[src/common/ex_pkg.sv]
package ex_pkg;

    // rv64 datapath widths
    localparam int xlen       = 64;
    localparam int ilen       = 32;
    localparam int reg_addr_w = 5;
    // one strobe bit per byte of a double word
    localparam int strb_w     = xlen / 8;

    // alu operations, word forms selected by word_op
    typedef enum logic [3:0] {
        alu_add  = 4'd0,
        alu_sub  = 4'd1,
        alu_sll  = 4'd2,
        alu_slt  = 4'd3,
        alu_sltu = 4'd4,
        alu_xor  = 4'd5,
        alu_srl  = 4'd6,
        alu_sra  = 4'd7,
        alu_or   = 4'd8,
        alu_and  = 4'd9
    } alu_op_e;

    // first alu source
    typedef enum logic [1:0] {
        src1_rs1  = 2'd0,
        src1_pc   = 2'd1,
        src1_zero = 2'd2
    } src1_sel_e;

    // second alu source, four is the link increment
    typedef enum logic [2:0] {
        src2_rs2   = 3'd0,
        src2_imm_i = 3'd1,
        src2_imm_s = 3'd2,
        src2_imm_u = 3'd3,
        src2_four  = 3'd4
    } src2_sel_e;

    // control transfer kind
    typedef enum logic [3:0] {
        br_none = 4'd0,
        br_beq  = 4'd1,
        br_bne  = 4'd2,
        br_blt  = 4'd3,
        br_bge  = 4'd4,
        br_bltu = 4'd5,
        br_bgeu = 4'd6,
        br_jal  = 4'd7,
        br_jalr = 4'd8
    } br_op_e;

    // access size, encoded as log2 of the byte count
    typedef enum logic [1:0] {
        mem_byte   = 2'd0,
        mem_half   = 2'd1,
        mem_word   = 2'd2,
        mem_double = 2'd3
    } mem_size_e;

    // decoded instruction entering execute
    typedef struct packed {
        logic [xlen-1:0]       pc;
        logic [ilen-1:0]       inst;
        logic [xlen-1:0]       rs1_data;
        logic [xlen-1:0]       rs2_data;
        alu_op_e               alu_op;
        src1_sel_e             src1_sel;
        src2_sel_e             src2_sel;
        logic                  word_op;
        logic [reg_addr_w-1:0] rd;
        logic                  rf_we;
        logic                  mem_en;
        logic                  mem_we;
        mem_size_e             mem_size;
        logic                  load_unsigned;
        br_op_e                br_op;
    } id_ex_t;

    // sign-extended immediates, u already shifted by 12
    typedef struct packed {
        logic [xlen-1:0] i;
        logic [xlen-1:0] s;
        logic [xlen-1:0] b;
        logic [xlen-1:0] u;
        logic [xlen-1:0] j;
    } imm_t;

    // execute result handed to the memory stage
    typedef struct packed {
        logic [xlen-1:0]       pc;
        logic [xlen-1:0]       result;
        logic [reg_addr_w-1:0] rd;
        logic                  rf_we;
        logic                  mem_en;
        logic                  mem_we;
        mem_size_e             mem_size;
        logic                  load_unsigned;
        logic [strb_w-1:0]     mem_strb;
        logic [xlen-1:0]       mem_wdata;
        logic                  br_taken;
        logic [xlen-1:0]       br_target;
    } ex_mem_t;

endpackage

[src/alu/alu.sv]
`timescale 1ns/1ps

module alu (
    input  ex_pkg::alu_op_e         op_i,
    input  logic                    word_i,
    input  logic [ex_pkg::xlen-1:0] a_i,
    input  logic [ex_pkg::xlen-1:0] b_i,
    output logic [ex_pkg::xlen-1:0] result_o
);

    localparam int shamt_w = $clog2(ex_pkg::xlen);

    logic [shamt_w-1:0]      shamt;
    logic [ex_pkg::xlen-1:0] srl_src;
    logic [ex_pkg::xlen-1:0] sra_src;
    logic                    lt_s;
    logic                    lt_u;
    logic [ex_pkg::xlen-1:0] res;

    // word forms only use 5 bits of shift amount
    assign shamt = word_i ? {1'b0, b_i[4:0]} : b_i[shamt_w-1:0];

    // right shift sources
    // word mode looks only at the low half of a
    assign srl_src = word_i ? {32'b0, a_i[31:0]} : a_i;
    assign sra_src = word_i ? {{32{a_i[31]}}, a_i[31:0]} : a_i;

    // compares for slt and sltu
    assign lt_s = $signed(a_i) < $signed(b_i);
    assign lt_u = a_i < b_i;

    always_comb begin
        case (op_i)
            ex_pkg::alu_add: begin
                res = a_i + b_i;
            end
            ex_pkg::alu_sub: begin
                res = a_i - b_i;
            end
            ex_pkg::alu_sll: begin
                res = a_i << shamt;
            end
            ex_pkg::alu_slt: begin
                res = {{(ex_pkg::xlen-1){1'b0}}, lt_s};
            end
            ex_pkg::alu_sltu: begin
                res = {{(ex_pkg::xlen-1){1'b0}}, lt_u};
            end
            ex_pkg::alu_xor: begin
                res = a_i ^ b_i;
            end
            ex_pkg::alu_srl: begin
                res = srl_src >> shamt;
            end
            ex_pkg::alu_sra: begin
                // sign comes from bit 31 in word mode
                res = $signed(sra_src) >>> shamt;
            end
            ex_pkg::alu_or: begin
                res = a_i | b_i;
            end
            ex_pkg::alu_and: begin
                res = a_i & b_i;
            end
            default: begin
                res = '0;
            end
        endcase
    end

    // word ops sign-extend the low 32 bits
    assign result_o = word_i ? {{32{res[31]}}, res[31:0]} : res;

endmodule

[src/design/branch_unit.sv]
`timescale 1ns/1ps

module branch_unit (
    input  ex_pkg::br_op_e          op_i,
    input  logic [ex_pkg::xlen-1:0] pc_i,
    input  logic [ex_pkg::xlen-1:0] rs1_i,
    input  logic [ex_pkg::xlen-1:0] rs2_i,
    input  ex_pkg::imm_t            imm_i,
    output logic                    taken_o,
    output logic [ex_pkg::xlen-1:0] target_o
);

    logic                    eq;
    logic                    lt_s;
    logic                    lt_u;
    logic [ex_pkg::xlen-1:0] target;

    // operand compares
    assign eq   = rs1_i == rs2_i;
    assign lt_s = $signed(rs1_i) < $signed(rs2_i);
    assign lt_u = rs1_i < rs2_i;

    always_comb begin
        // default is pc relative branch target
        target = pc_i + imm_i.b;
        case (op_i)
            ex_pkg::br_beq:  taken_o = eq;
            ex_pkg::br_bne:  taken_o = !eq;
            ex_pkg::br_blt:  taken_o = lt_s;
            ex_pkg::br_bge:  taken_o = !lt_s;
            ex_pkg::br_bltu: taken_o = lt_u;
            ex_pkg::br_bgeu: taken_o = !lt_u;
            ex_pkg::br_jal: begin
                taken_o = 1'b1;
                target  = pc_i + imm_i.j;
            end
            ex_pkg::br_jalr: begin
                taken_o = 1'b1;
                // lsb forced low per spec
                target  = (rs1_i + imm_i.i) & ~ex_pkg::xlen'(1);
            end
            default: taken_o = 1'b0;
        endcase
    end

    // no target unless redirecting
    assign target_o = taken_o ? target : '0;

endmodule

[src/design/ex_stage.sv]
`timescale 1ns/1ps

module ex_stage (
    input  logic            clk,
    input  logic            rst,
    input  logic            flush_i,
    // from decode
    input  logic            in_valid_i,
    input  ex_pkg::id_ex_t  in_data_i,
    output logic            in_ready_o,
    // to memory stage
    output logic            out_valid_o,
    output ex_pkg::ex_mem_t out_data_o,
    input  logic            out_ready_i
);

    // registered decode payload
    logic                    id_valid;
    ex_pkg::id_ex_t          id_q;
    // back-pressure from the output register
    logic                    ex_ready;

    logic [ex_pkg::xlen-1:0] src1;
    logic [ex_pkg::xlen-1:0] src2;
    ex_pkg::imm_t            imm;
    logic [ex_pkg::xlen-1:0] alu_result;
    logic                    br_taken;
    logic [ex_pkg::xlen-1:0] br_target;
    ex_pkg::ex_mem_t         ex_d;

    // first slot holds the decoded instruction
    pipe_reg #(
        .T (ex_pkg::id_ex_t)
    ) u_id_ex (
        .clk     (clk),
        .rst     (rst),
        .flush_i (flush_i),
        .valid_i (in_valid_i),
        .data_i  (in_data_i),
        .ready_o (in_ready_o),
        .valid_o (id_valid),
        .data_o  (id_q),
        .ready_i (ex_ready)
    );

    operand_sel u_operand_sel (
        .id_i   (id_q),
        .src1_o (src1),
        .src2_o (src2),
        .imm_o  (imm)
    );

    alu u_alu (
        .op_i     (id_q.alu_op),
        .word_i   (id_q.word_op),
        .a_i      (src1),
        .b_i      (src2),
        .result_o (alu_result)
    );

    // compares use raw register values, not alu operands
    branch_unit u_branch_unit (
        .op_i     (id_q.br_op),
        .pc_i     (id_q.pc),
        .rs1_i    (id_q.rs1_data),
        .rs2_i    (id_q.rs2_data),
        .imm_i    (imm),
        .taken_o  (br_taken),
        .target_o (br_target)
    );

    mem_req_gen u_mem_req_gen (
        .id_i     (id_q),
        .result_i (alu_result),
        .taken_i  (br_taken),
        .target_i (br_target),
        .ex_o     (ex_d)
    );

    // second slot drives the stage output
    pipe_reg #(
        .T (ex_pkg::ex_mem_t)
    ) u_ex_mem (
        .clk     (clk),
        .rst     (rst),
        .flush_i (flush_i),
        .valid_i (id_valid),
        .data_i  (ex_d),
        .ready_o (ex_ready),
        .valid_o (out_valid_o),
        .data_o  (out_data_o),
        .ready_i (out_ready_i)
    );

endmodule

[src/design/mem_req_gen.sv]
`timescale 1ns/1ps

module mem_req_gen (
    input  ex_pkg::id_ex_t          id_i,
    input  logic [ex_pkg::xlen-1:0] result_i,
    input  logic                    taken_i,
    input  logic [ex_pkg::xlen-1:0] target_i,
    output ex_pkg::ex_mem_t         ex_o
);

    localparam int off_w = $clog2(ex_pkg::strb_w);

    logic                      is_store;
    logic [off_w-1:0]          offset;
    logic [ex_pkg::strb_w-1:0] strb_base;
    logic [ex_pkg::xlen-1:0]   data_mask;

    assign is_store = id_i.mem_en && id_i.mem_we;
    // byte lane within the double word
    assign offset   = result_i[off_w-1:0];

    // lanes covered by the access, before shifting
    always_comb begin
        case (id_i.mem_size)
            ex_pkg::mem_byte: begin
                strb_base = ex_pkg::strb_w'(8'h01);
                data_mask = ex_pkg::xlen'(64'hff);
            end
            ex_pkg::mem_half: begin
                strb_base = ex_pkg::strb_w'(8'h03);
                data_mask = ex_pkg::xlen'(64'hffff);
            end
            ex_pkg::mem_word: begin
                strb_base = ex_pkg::strb_w'(8'h0f);
                data_mask = ex_pkg::xlen'(64'hffff_ffff);
            end
            default: begin
                strb_base = '1;
                data_mask = '1;
            end
        endcase
    end

    always_comb begin
        ex_o.pc            = id_i.pc;
        // alu result doubles as address and writeback value
        ex_o.result        = result_i;
        ex_o.rd            = id_i.rd;
        ex_o.rf_we         = id_i.rf_we;
        // load control passes straight through
        ex_o.mem_en        = id_i.mem_en;
        ex_o.mem_we        = id_i.mem_we;
        ex_o.mem_size      = id_i.mem_size;
        ex_o.load_unsigned = id_i.load_unsigned;
        ex_o.mem_strb      = '0;
        ex_o.mem_wdata     = '0;
        if (is_store) begin
            ex_o.mem_strb  = strb_base << offset;
            // rs2 low bytes moved onto the addressed lanes
            ex_o.mem_wdata = (id_i.rs2_data & data_mask) << {offset, 3'b000};
        end
        ex_o.br_taken      = taken_i;
        ex_o.br_target     = target_i;
    end

endmodule

[src/design/operand_sel.sv]
`timescale 1ns/1ps

module operand_sel (
    input  ex_pkg::id_ex_t          id_i,
    output logic [ex_pkg::xlen-1:0] src1_o,
    output logic [ex_pkg::xlen-1:0] src2_o,
    output ex_pkg::imm_t            imm_o
);

    logic [ex_pkg::ilen-1:0] inst;

    assign inst = id_i.inst;

    // i type, inst[31:20]
    assign imm_o.i = {{(ex_pkg::xlen-12){inst[31]}}, inst[31:20]};

    // s type, split around rd field
    assign imm_o.s = {{(ex_pkg::xlen-12){inst[31]}}, inst[31:25], inst[11:7]};

    // b type, halfword offset with bit 0 implied
    assign imm_o.b = {{(ex_pkg::xlen-13){inst[31]}}, inst[31], inst[7],
                      inst[30:25], inst[11:8], 1'b0};

    // u type, already placed at bit 12
    assign imm_o.u = {{(ex_pkg::xlen-32){inst[31]}}, inst[31:12], 12'b0};

    // j type, scrambled 20-bit offset
    assign imm_o.j = {{(ex_pkg::xlen-21){inst[31]}}, inst[31], inst[19:12],
                      inst[20], inst[30:21], 1'b0};

    // first operand
    // pc for auipc and link, zero for lui
    always_comb begin
        case (id_i.src1_sel)
            ex_pkg::src1_rs1:  src1_o = id_i.rs1_data;
            ex_pkg::src1_pc:   src1_o = id_i.pc;
            ex_pkg::src1_zero: src1_o = '0;
            default:           src1_o = '0;
        endcase
    end

    // second operand
    // s immediate feeds the store address add
    always_comb begin
        case (id_i.src2_sel)
            ex_pkg::src2_rs2:   src2_o = id_i.rs2_data;
            ex_pkg::src2_imm_i: src2_o = imm_o.i;
            ex_pkg::src2_imm_s: src2_o = imm_o.s;
            ex_pkg::src2_imm_u: src2_o = imm_o.u;
            // pc + 4 for jal and jalr link
            ex_pkg::src2_four:  src2_o = ex_pkg::xlen'(4);
            default:            src2_o = '0;
        endcase
    end

endmodule

[src/design/pipe_reg.sv]
`timescale 1ns/1ps

module pipe_reg #(
    parameter type T = logic
) (
    input  logic clk,
    input  logic rst,
    input  logic flush_i,
    // upstream side
    input  logic valid_i,
    input  T     data_i,
    output logic ready_o,
    // downstream side
    output logic valid_o,
    output T     data_o,
    input  logic ready_i
);

    logic valid_q;
    T     data_q;

    // accept when empty or when the held item leaves this cycle
    assign ready_o = !valid_q || ready_i;

    // valid bit, cleared by reset and flush
    always_ff @(posedge clk) begin
        if (rst) begin
            valid_q <= 1'b0;
        end else if (flush_i) begin
            // also drops an item handshaked this cycle
            valid_q <= 1'b0;
        end else if (ready_o) begin
            valid_q <= valid_i;
        end
    end

    // payload only moves on a handshake, held under stall
    always_ff @(posedge clk) begin
        if (ready_o && valid_i) begin
            data_q <= data_i;
        end
    end

    assign valid_o = valid_q;
    assign data_o  = data_q;

endmodule

[config.mk]
export PLATFORM = sky130hd
export DESIGN_NAME = ex_stage
export DESIGN_NICKNAME = d
export VERILOG_FILES = /design/src/common/ex_pkg.sv /design/src/alu/alu.sv /design/src/design/branch_unit.sv /design/src/design/ex_stage.sv /design/src/design/mem_req_gen.sv /design/src/design/operand_sel.sv /design/src/design/pipe_reg.sv
export SDC_FILE = /design/constraint.sdc
export NUM_CORES = 2
export LEC_CHECK = 0
export ABC_AREA = 1
export ABC_CLOCK_PERIOD_IN_PS = 67100
export BUFFER_PORTS_ARGS = -buffer_cell sky130_fd_sc_hd__buf_2
export CORE_MARGIN = 2
export CORE_UTILIZATION = 50
export DETAILED_ROUTE_END_ITERATION = 7
export HOLD_SLACK_MARGIN = 0.03
export PLACE_DENSITY = 0.75
export SETUP_SLACK_MARGIN = 0.4
export SLEW_MARGIN = 10
export SYNTH_ARGS = -nofsm -noshare
export SYNTH_HDL_FRONTEND = slang
export SYNTH_SLANG_ARGS = --single-unit
[constraint.sdc]
create_clock -name clk -period 67.1 [get_ports clk]
set_clock_uncertainty 0.15 [all_clocks]
set_input_delay 10.065 -clock clk [delete_from_list [all_inputs] [get_ports clk]]
set_output_delay 10.065 -clock clk [all_outputs]
set_load 0.01 [all_outputs]
==> Word level (Yosys, flattened, before mapping) <==
Cells that the tools add are included.
{ "totals": {"ff_bits": 527, "input_bits": 254, "out_inout_bits": 278, "elab_cells": 99} }
{ "op_classes": {"addsub": 5, "magnitude_cmp": 4, "n_eq_ne": 25, "shift": 5, "n_mux": 11, "n_bitwise": 4, "n_reduce_logical": 16} }
{ "ops": {"columns": ["operator", "count"], "rows": [
  ["$pmux 64 s10", 1],
  ["$pmux 64 s5", 1],
  ["$add 64x64->64", 4],
  ["$lt 64x64->1", 4],
  ["$pmux 64 s2", 2],
  ["$mux 64", 3],
  ["$pmux 64 s3", 1],
  ["$and 64x64->64", 2],
  ["$shl 64x6->64", 2],
  ["$eq 64x64->1", 1],
  ["$or 64x64->64", 1],
  ["$shr 64x6->64", 1],
  ["$sshr 64x6->64", 1],
  ["$sub 64x64->64", 1],
  ["$xor 64x64->64", 1],
  ["$eq 4x3->1 const B", 8],
  ["$pmux 8 s3", 1],
  ["$eq 4x2->1 const B", 4],
  ["$eq 4x4->1 const B", 3],
  ["$eq 4x1->1 const B", 2],
  ["$shl 8x3->8", 1],
  ["$pmux 1 s7", 1],
  ["$eq 3x2->1 const B", 2],
  ["$mux 6", 1],
  ["11 further kinds", 21]
]} }

==> Logic depth before layout (Yosys ltp) <==
{ "logic_depth": {"ltp_word": 7, "mapped_depth": 33, "ltp_nobuf": 29} }

==> Hierarchy <==
A second synthesis with hierarchy kept.
{ "unflattened": {"cells_unflattened": 10358, "area_unflattened_um2": 64099.0} }
{ "modules_own_cells": {"columns": ["module", "instances", "cells_per_inst", "area_each_um2", "seq_area_each_um2"], "rows": [
  ["alu", 1, 5439, 25469.4, 0.0],
  ["branch_unit", 1, 2845, 14029.7, 0.0],
  ["pipe_reg at u_ex_mem", 1, 285, 8346.8, 8308.0],
  ["pipe_reg at u_id_ex", 1, 258, 7536.0, 7497.2],
  ["operand_sel", 1, 773, 4494.3, 0.0],
  ["mem_req_gen", 1, 758, 4222.8, 0.0]
]} }

==> Worst setup path after synthesis <==
No wires, ideal clock.
{ "synth_path": {"kind": "input to register", "start": "input port out_ready_i", "end": "register u_ex_mem.data_q, in the netlist u_ex_mem.data_o[0], enable pin", "setup_ps": 1335, "arrival_time_ps": 29859, "t_required_ps": 65615, "path_slack_ps": 35756, "stages": 2, "path_buffers": 0, "path_cell_list": "inv_1 -> a21boi_0"} }
{ "synth_via": {"elab_chain_cells": 2} }
{ "synth_lines": {"columns": ["item", "line_no", "text"], "rows": [
  ["from (decl)", "ex_stage.sv:14", "input logic out_ready_i"],
  ["$logic_or 1x1->1", "pipe_reg.sv:23", "assign ready_o = !valid_q || ready_i;"],
  ["$logic_and 1x1->1", "pipe_reg.sv:39", "if (ready_o && valid_i) begin"],
  ["to (signal assigned)", "pipe_reg.sv:40", "data_q <= data_i;"],
  ["to (decl)", "pipe_reg.sv:20", "T data_q;"]
]} }
Every way passes these cells.
A chain may end at the register's enable or synchronous reset.

==> Worst setup path after layout <==
{ "layout_path": {"start": "input port out_ready_i", "end": "output port in_ready_o"} }
{ "layout_via": {"elab_chain_cells": 2} }
{ "layout_lines": {"columns": ["item", "line_no", "text"], "rows": [
  ["$logic_or 1x1->1 (2 in a row)", "pipe_reg.sv:23", null],
  ["to (decl)", "ex_stage.sv:10", "output logic in_ready_o,"]
]} }
Every way passes these cells.

==> metrics.md <==
| Metric | Value |
|---|---|
| Cts bufs inserted | `54` |
| Share of post-route cells with drive strength above 1 | `roughly a tenth` |
| HP Class | `register to register` |
| Clk pin slew, worst setup/hold paths | `~70 ps` |
| Peak supply drop | `roughly 0.000025 V` |
| Required @ worst endpoint | `between 50000 and 60000 ps` |
| Clk_lat worst skew | `around 700 ps` |
| Final-report max-slew violation count | `0` |
| Post-synth top flop | `edfxtp_1` |
| Flop pwr share | `between 30% and 40%` |
| CP Buf/Inv Count | `3` |
| Distinct cells, synth | `74` |
| Clock share of power | `between 20% and 30%` |
| GRT Total Usage | `52.8%` |
| Share of the synthesized area in the top cell type | `28.6%` |
| Die Height | `around 330 um` |
| Mapped Cells | `8317` |
| Largest net degree at the start of global routing | `114` |
| Top cells by area, synth | `edfxtp_1 (29%), nand2_1 (14%), ha_1 (8.8%)` |
| Critical path's top delay family | `buffers and inverters` |
| CTS tree | `built` |
| Critical path's slowest cell | `buf_2` |
| Final hold slack | `between 200 and 300 ps` |
| Final setup margin | `46300 ps` |
| Via count | `65720` |
| Relative slew slack | `under 10%` |
| Minimum clock period | `between 20000 and 25000 ps` |
| Failing checks | `DRC` |
| Hold buffers post-CTS | `0` |
| Startpoint types | `input pin` |
| Htree depth | `2` |
| FILL cells | `roughly 11000` |
| I/O pins | `532` |
| First-pass GRT wire length | `roughly 420000 um` |
| Setup Total Neg Slack | `0 ps` |
| Buffers on Ports | `between 500 and 600` |
| Synth Warn # | `0` |
| Detailed-placement wirelength estimate | `roughly 250000 um` |
| Iter 0 DRT Violations | `between 10000 and 15000` |
| Clk sinks | `520` |
| FFs w/ async S/R, synth | `0%` |
| Drt drc | `52` |
| Max_cap viols | `0` |
| Syn_nets | `roughly 9000` |
| Vias/cell | `approximately 6.5` |
| Post-synth EDFFs | `between 500 and 600` |
| Synth area leader | `edfxtp_1` |
| Status | `finished with violations` |
| CP startpoint | `out_ready_i` |
| Sw frac | `44.8%` |
| Fmax | `approximately 48 MHz` |
| Fin. Hold Viols | `0` |
| Global placement routability congestion | `1.22` |
| #FFs+latches synth | `520` |
| Cell Area, Synth | `about 0.054 mm^2` |
| Place WS | `about 46000 ps` |
| Initial antenna violation count | `28` |
| Worst setup path category | `input pin to output pin` |
| CP max FO | `3` |
| Power density over the cells | `between 20 and 25 mW/mm^2` |
| Initial Util | `roughly 50%` |
| Row cnt | `120` |
| Seq/Total Area, Yosys | `between 20 and 30%` |
| RSZ-0062 raised after global routing | `false` |
| Postcts setup bufs | `0` |
| Hold Path Origin | `u_id_ex.data_o[9]` |
| Core area | `around 0.11 mm^2` |
| CP peak stage delay | `170 ps` |
| Worst-path cell chain | `buf_2 > inv_1 > nand3_1 > buf_2` |
| Vias in the first global route | `58634` |
| Fin nets | `between 9000 and 10000` |
| Mean post-synth cell area | `between 6 and 7 um^2` |
| Most used cell along the critical path | `buf_2` |
| P_int | `~670 uW` |
| Worst Tran Pin Value | `approximately 1500 ps` |
| PostCTS Resize Cnt | `0` |
| Net switching power | `around 540 uW` |
| Die span in x | `about 330 um` |
| Setup violators final | `0` |
| Critical Path Sink Type | `output pin` |
| Critical Path AT | `approximately 11000 ps` |
| CTS max path bufs | `3` |
| Comb power frac | `between 40 and 50%` |
| Wire per inst | `~30 um` |
| First-pass DRT Iterations | `8` |
| Leakage | `between 0.02 and 0.03 uW` |
| Final worst-path cycle share | `31.0%` |
| R2R Path Start | `u_id_ex.data_o[16]` |
| Gr ovfl total | `0` |
| ANT nets after route | `0` |
| Die ar. | `roughly 0.11 mm^2` |
| Final WL | `306000 um` |
| Area growth, synth to finish | `9.87%` |
| Root buf cell | `clkbuf_16` |
-- synthesized netlist by cell type (12+ instances only) --
cell type and n:
o21ai_0 720, o221ai_1 17, o2111ai_1 21, xnor2_1 21, inv_2 43, buf_1 42
buf_4 23, or2_2 42, o22ai_1 42, nor3_1 74, clkbuf_1 168, o21a_1 41
inv_1 1028, nand4_1 76, nor4_1 26, a21boi_0 23, a21o_1 29, ha_1 381
a21oi_1 630, mux2i_1 24, nand3b_1 26, a211oi_1 14, nand3_1 798, buf_6 12
a221oi_1 25, o21bai_1 30, nand2_1 2084, nor2_1 812, nand2_2 15, buf_2 108
xor2_1 42, o21ai_1 97, o211ai_1 75, edfxtp_1 518, a31oi_1 71
-- power groups by stage --
stage | Combinational [uW] | Clock, uW | Sequential [uW]
6_report | 514 | 308 | 394
4_1_cts | 476 | 307 | 392
3_3_place_gp | 469 | 0 | 398
2_1_floorplan | 290 | 0 | 397
5_1_grt | 532 | 319 | 393
3_5_place_dp | 473 | 0 | 399
-- layout make-up --
class | instances | area (um^2) | share of cell area, %
Timing Repair Buffer | 611 | 3290 | 5.51
Tap cell | 1403 | 1760 | 2.94
Clock buffer | 63 | 1390 | 2.32
Sequential cell | 520 | 15600 | 26.1
Multi-Input combinational cell | 6364 | 33200 | 55.6
Inverter | 1078 | 4070 | 6.81
Antenna cell | 24 | 60.1 | 0.101
Clock inverter | 37 | 385 | 0.645
-- state kept, by name, indices dropped and copies added, names as in the netlist --
| register | flops |
|---|---|
| u_id_ex.valid_o | 1 |
| u_ex_mem.valid_o | 1 |
| u_ex_mem.data_o | 276 |
| u_id_ex.data_o | 242 |
-- worst register-to-register path, delay by kind of cell, from the launching register on --
kind | cells | cell delay [ps]
adder cells (fa/ha/maj) | 1 | 460
flip-flops | 1 | 430
buffers and inverters | 9 | 2660
AND/OR/NAND/NOR | 18 | 4060
AO/OA/AOI/OAI | 2 | 680
-- worst paths after layout --
check	endpoint	slack, ps	cells after the start
worst min-delay path	u_ex_mem.data_o[142]	270	0
worst max register to register	u_ex_mem.data_o[72]	58420	30
worst min register to register	u_ex_mem.data_o[142]	270	0
worst max-delay path	in_ready_o	46300	4
-- through the flow --
| step | utilization (%) | cells | power [uW] | area, um^2 |
|---|---|---|---|---|
| 5_1_grt | 55.5 | 10084 | 1240 | 59700 |
| 3_5_place_dp | 53.9 | 9976 | 872 | 57900 |
| 3_3_place_gp | 53.9 | 9976 | 867 | 57900 |
| 6_report | 55.6 | 10100 | 1220 | 59700 |
| 4_1_cts | 55.5 | 10076 | 1180 | 59700 |
| 2_1_floorplan | - | 8317 | 688 | 54400 |
-- logic make-up after synthesis --
| kind of cell | after synthesis | synth area share (%) |
|---|---|---|
| compound gates | 1882 | 19.4 |
| xor+xnor | 63 | 1.02 |
| fa+ha+maj | 385 | 8.92 |
| buf+inv | 1433 | 10.5 |
| flops | 520 | 28.7 |
| mux | 26 | 0.483 |
| simple gates | 4008 | 31.0 |
-- cell usage in the layout (no fill, tap or decap), types with 86 or more instances in the layout --
master    instances
a21oi_1         630
buf_2           524
buf_4            86
edfxtp_1        518
ha_1            381
inv_1          1025
nand2_1        2081
nand3_1         797
nor2_1          804
o21ai_0         719
o21ai_1          98
-- per-layer routing --
layer	track usage [%]	share of wire, %	vias to the layer above
met1	61.8	34	30051
met3	22.9	16	1399
met2	74.5	39	5584
li1	-	-	28670
met5	1.09	0.087	-
met4	43.3	11	16
(Power assumes the default switching activity.)
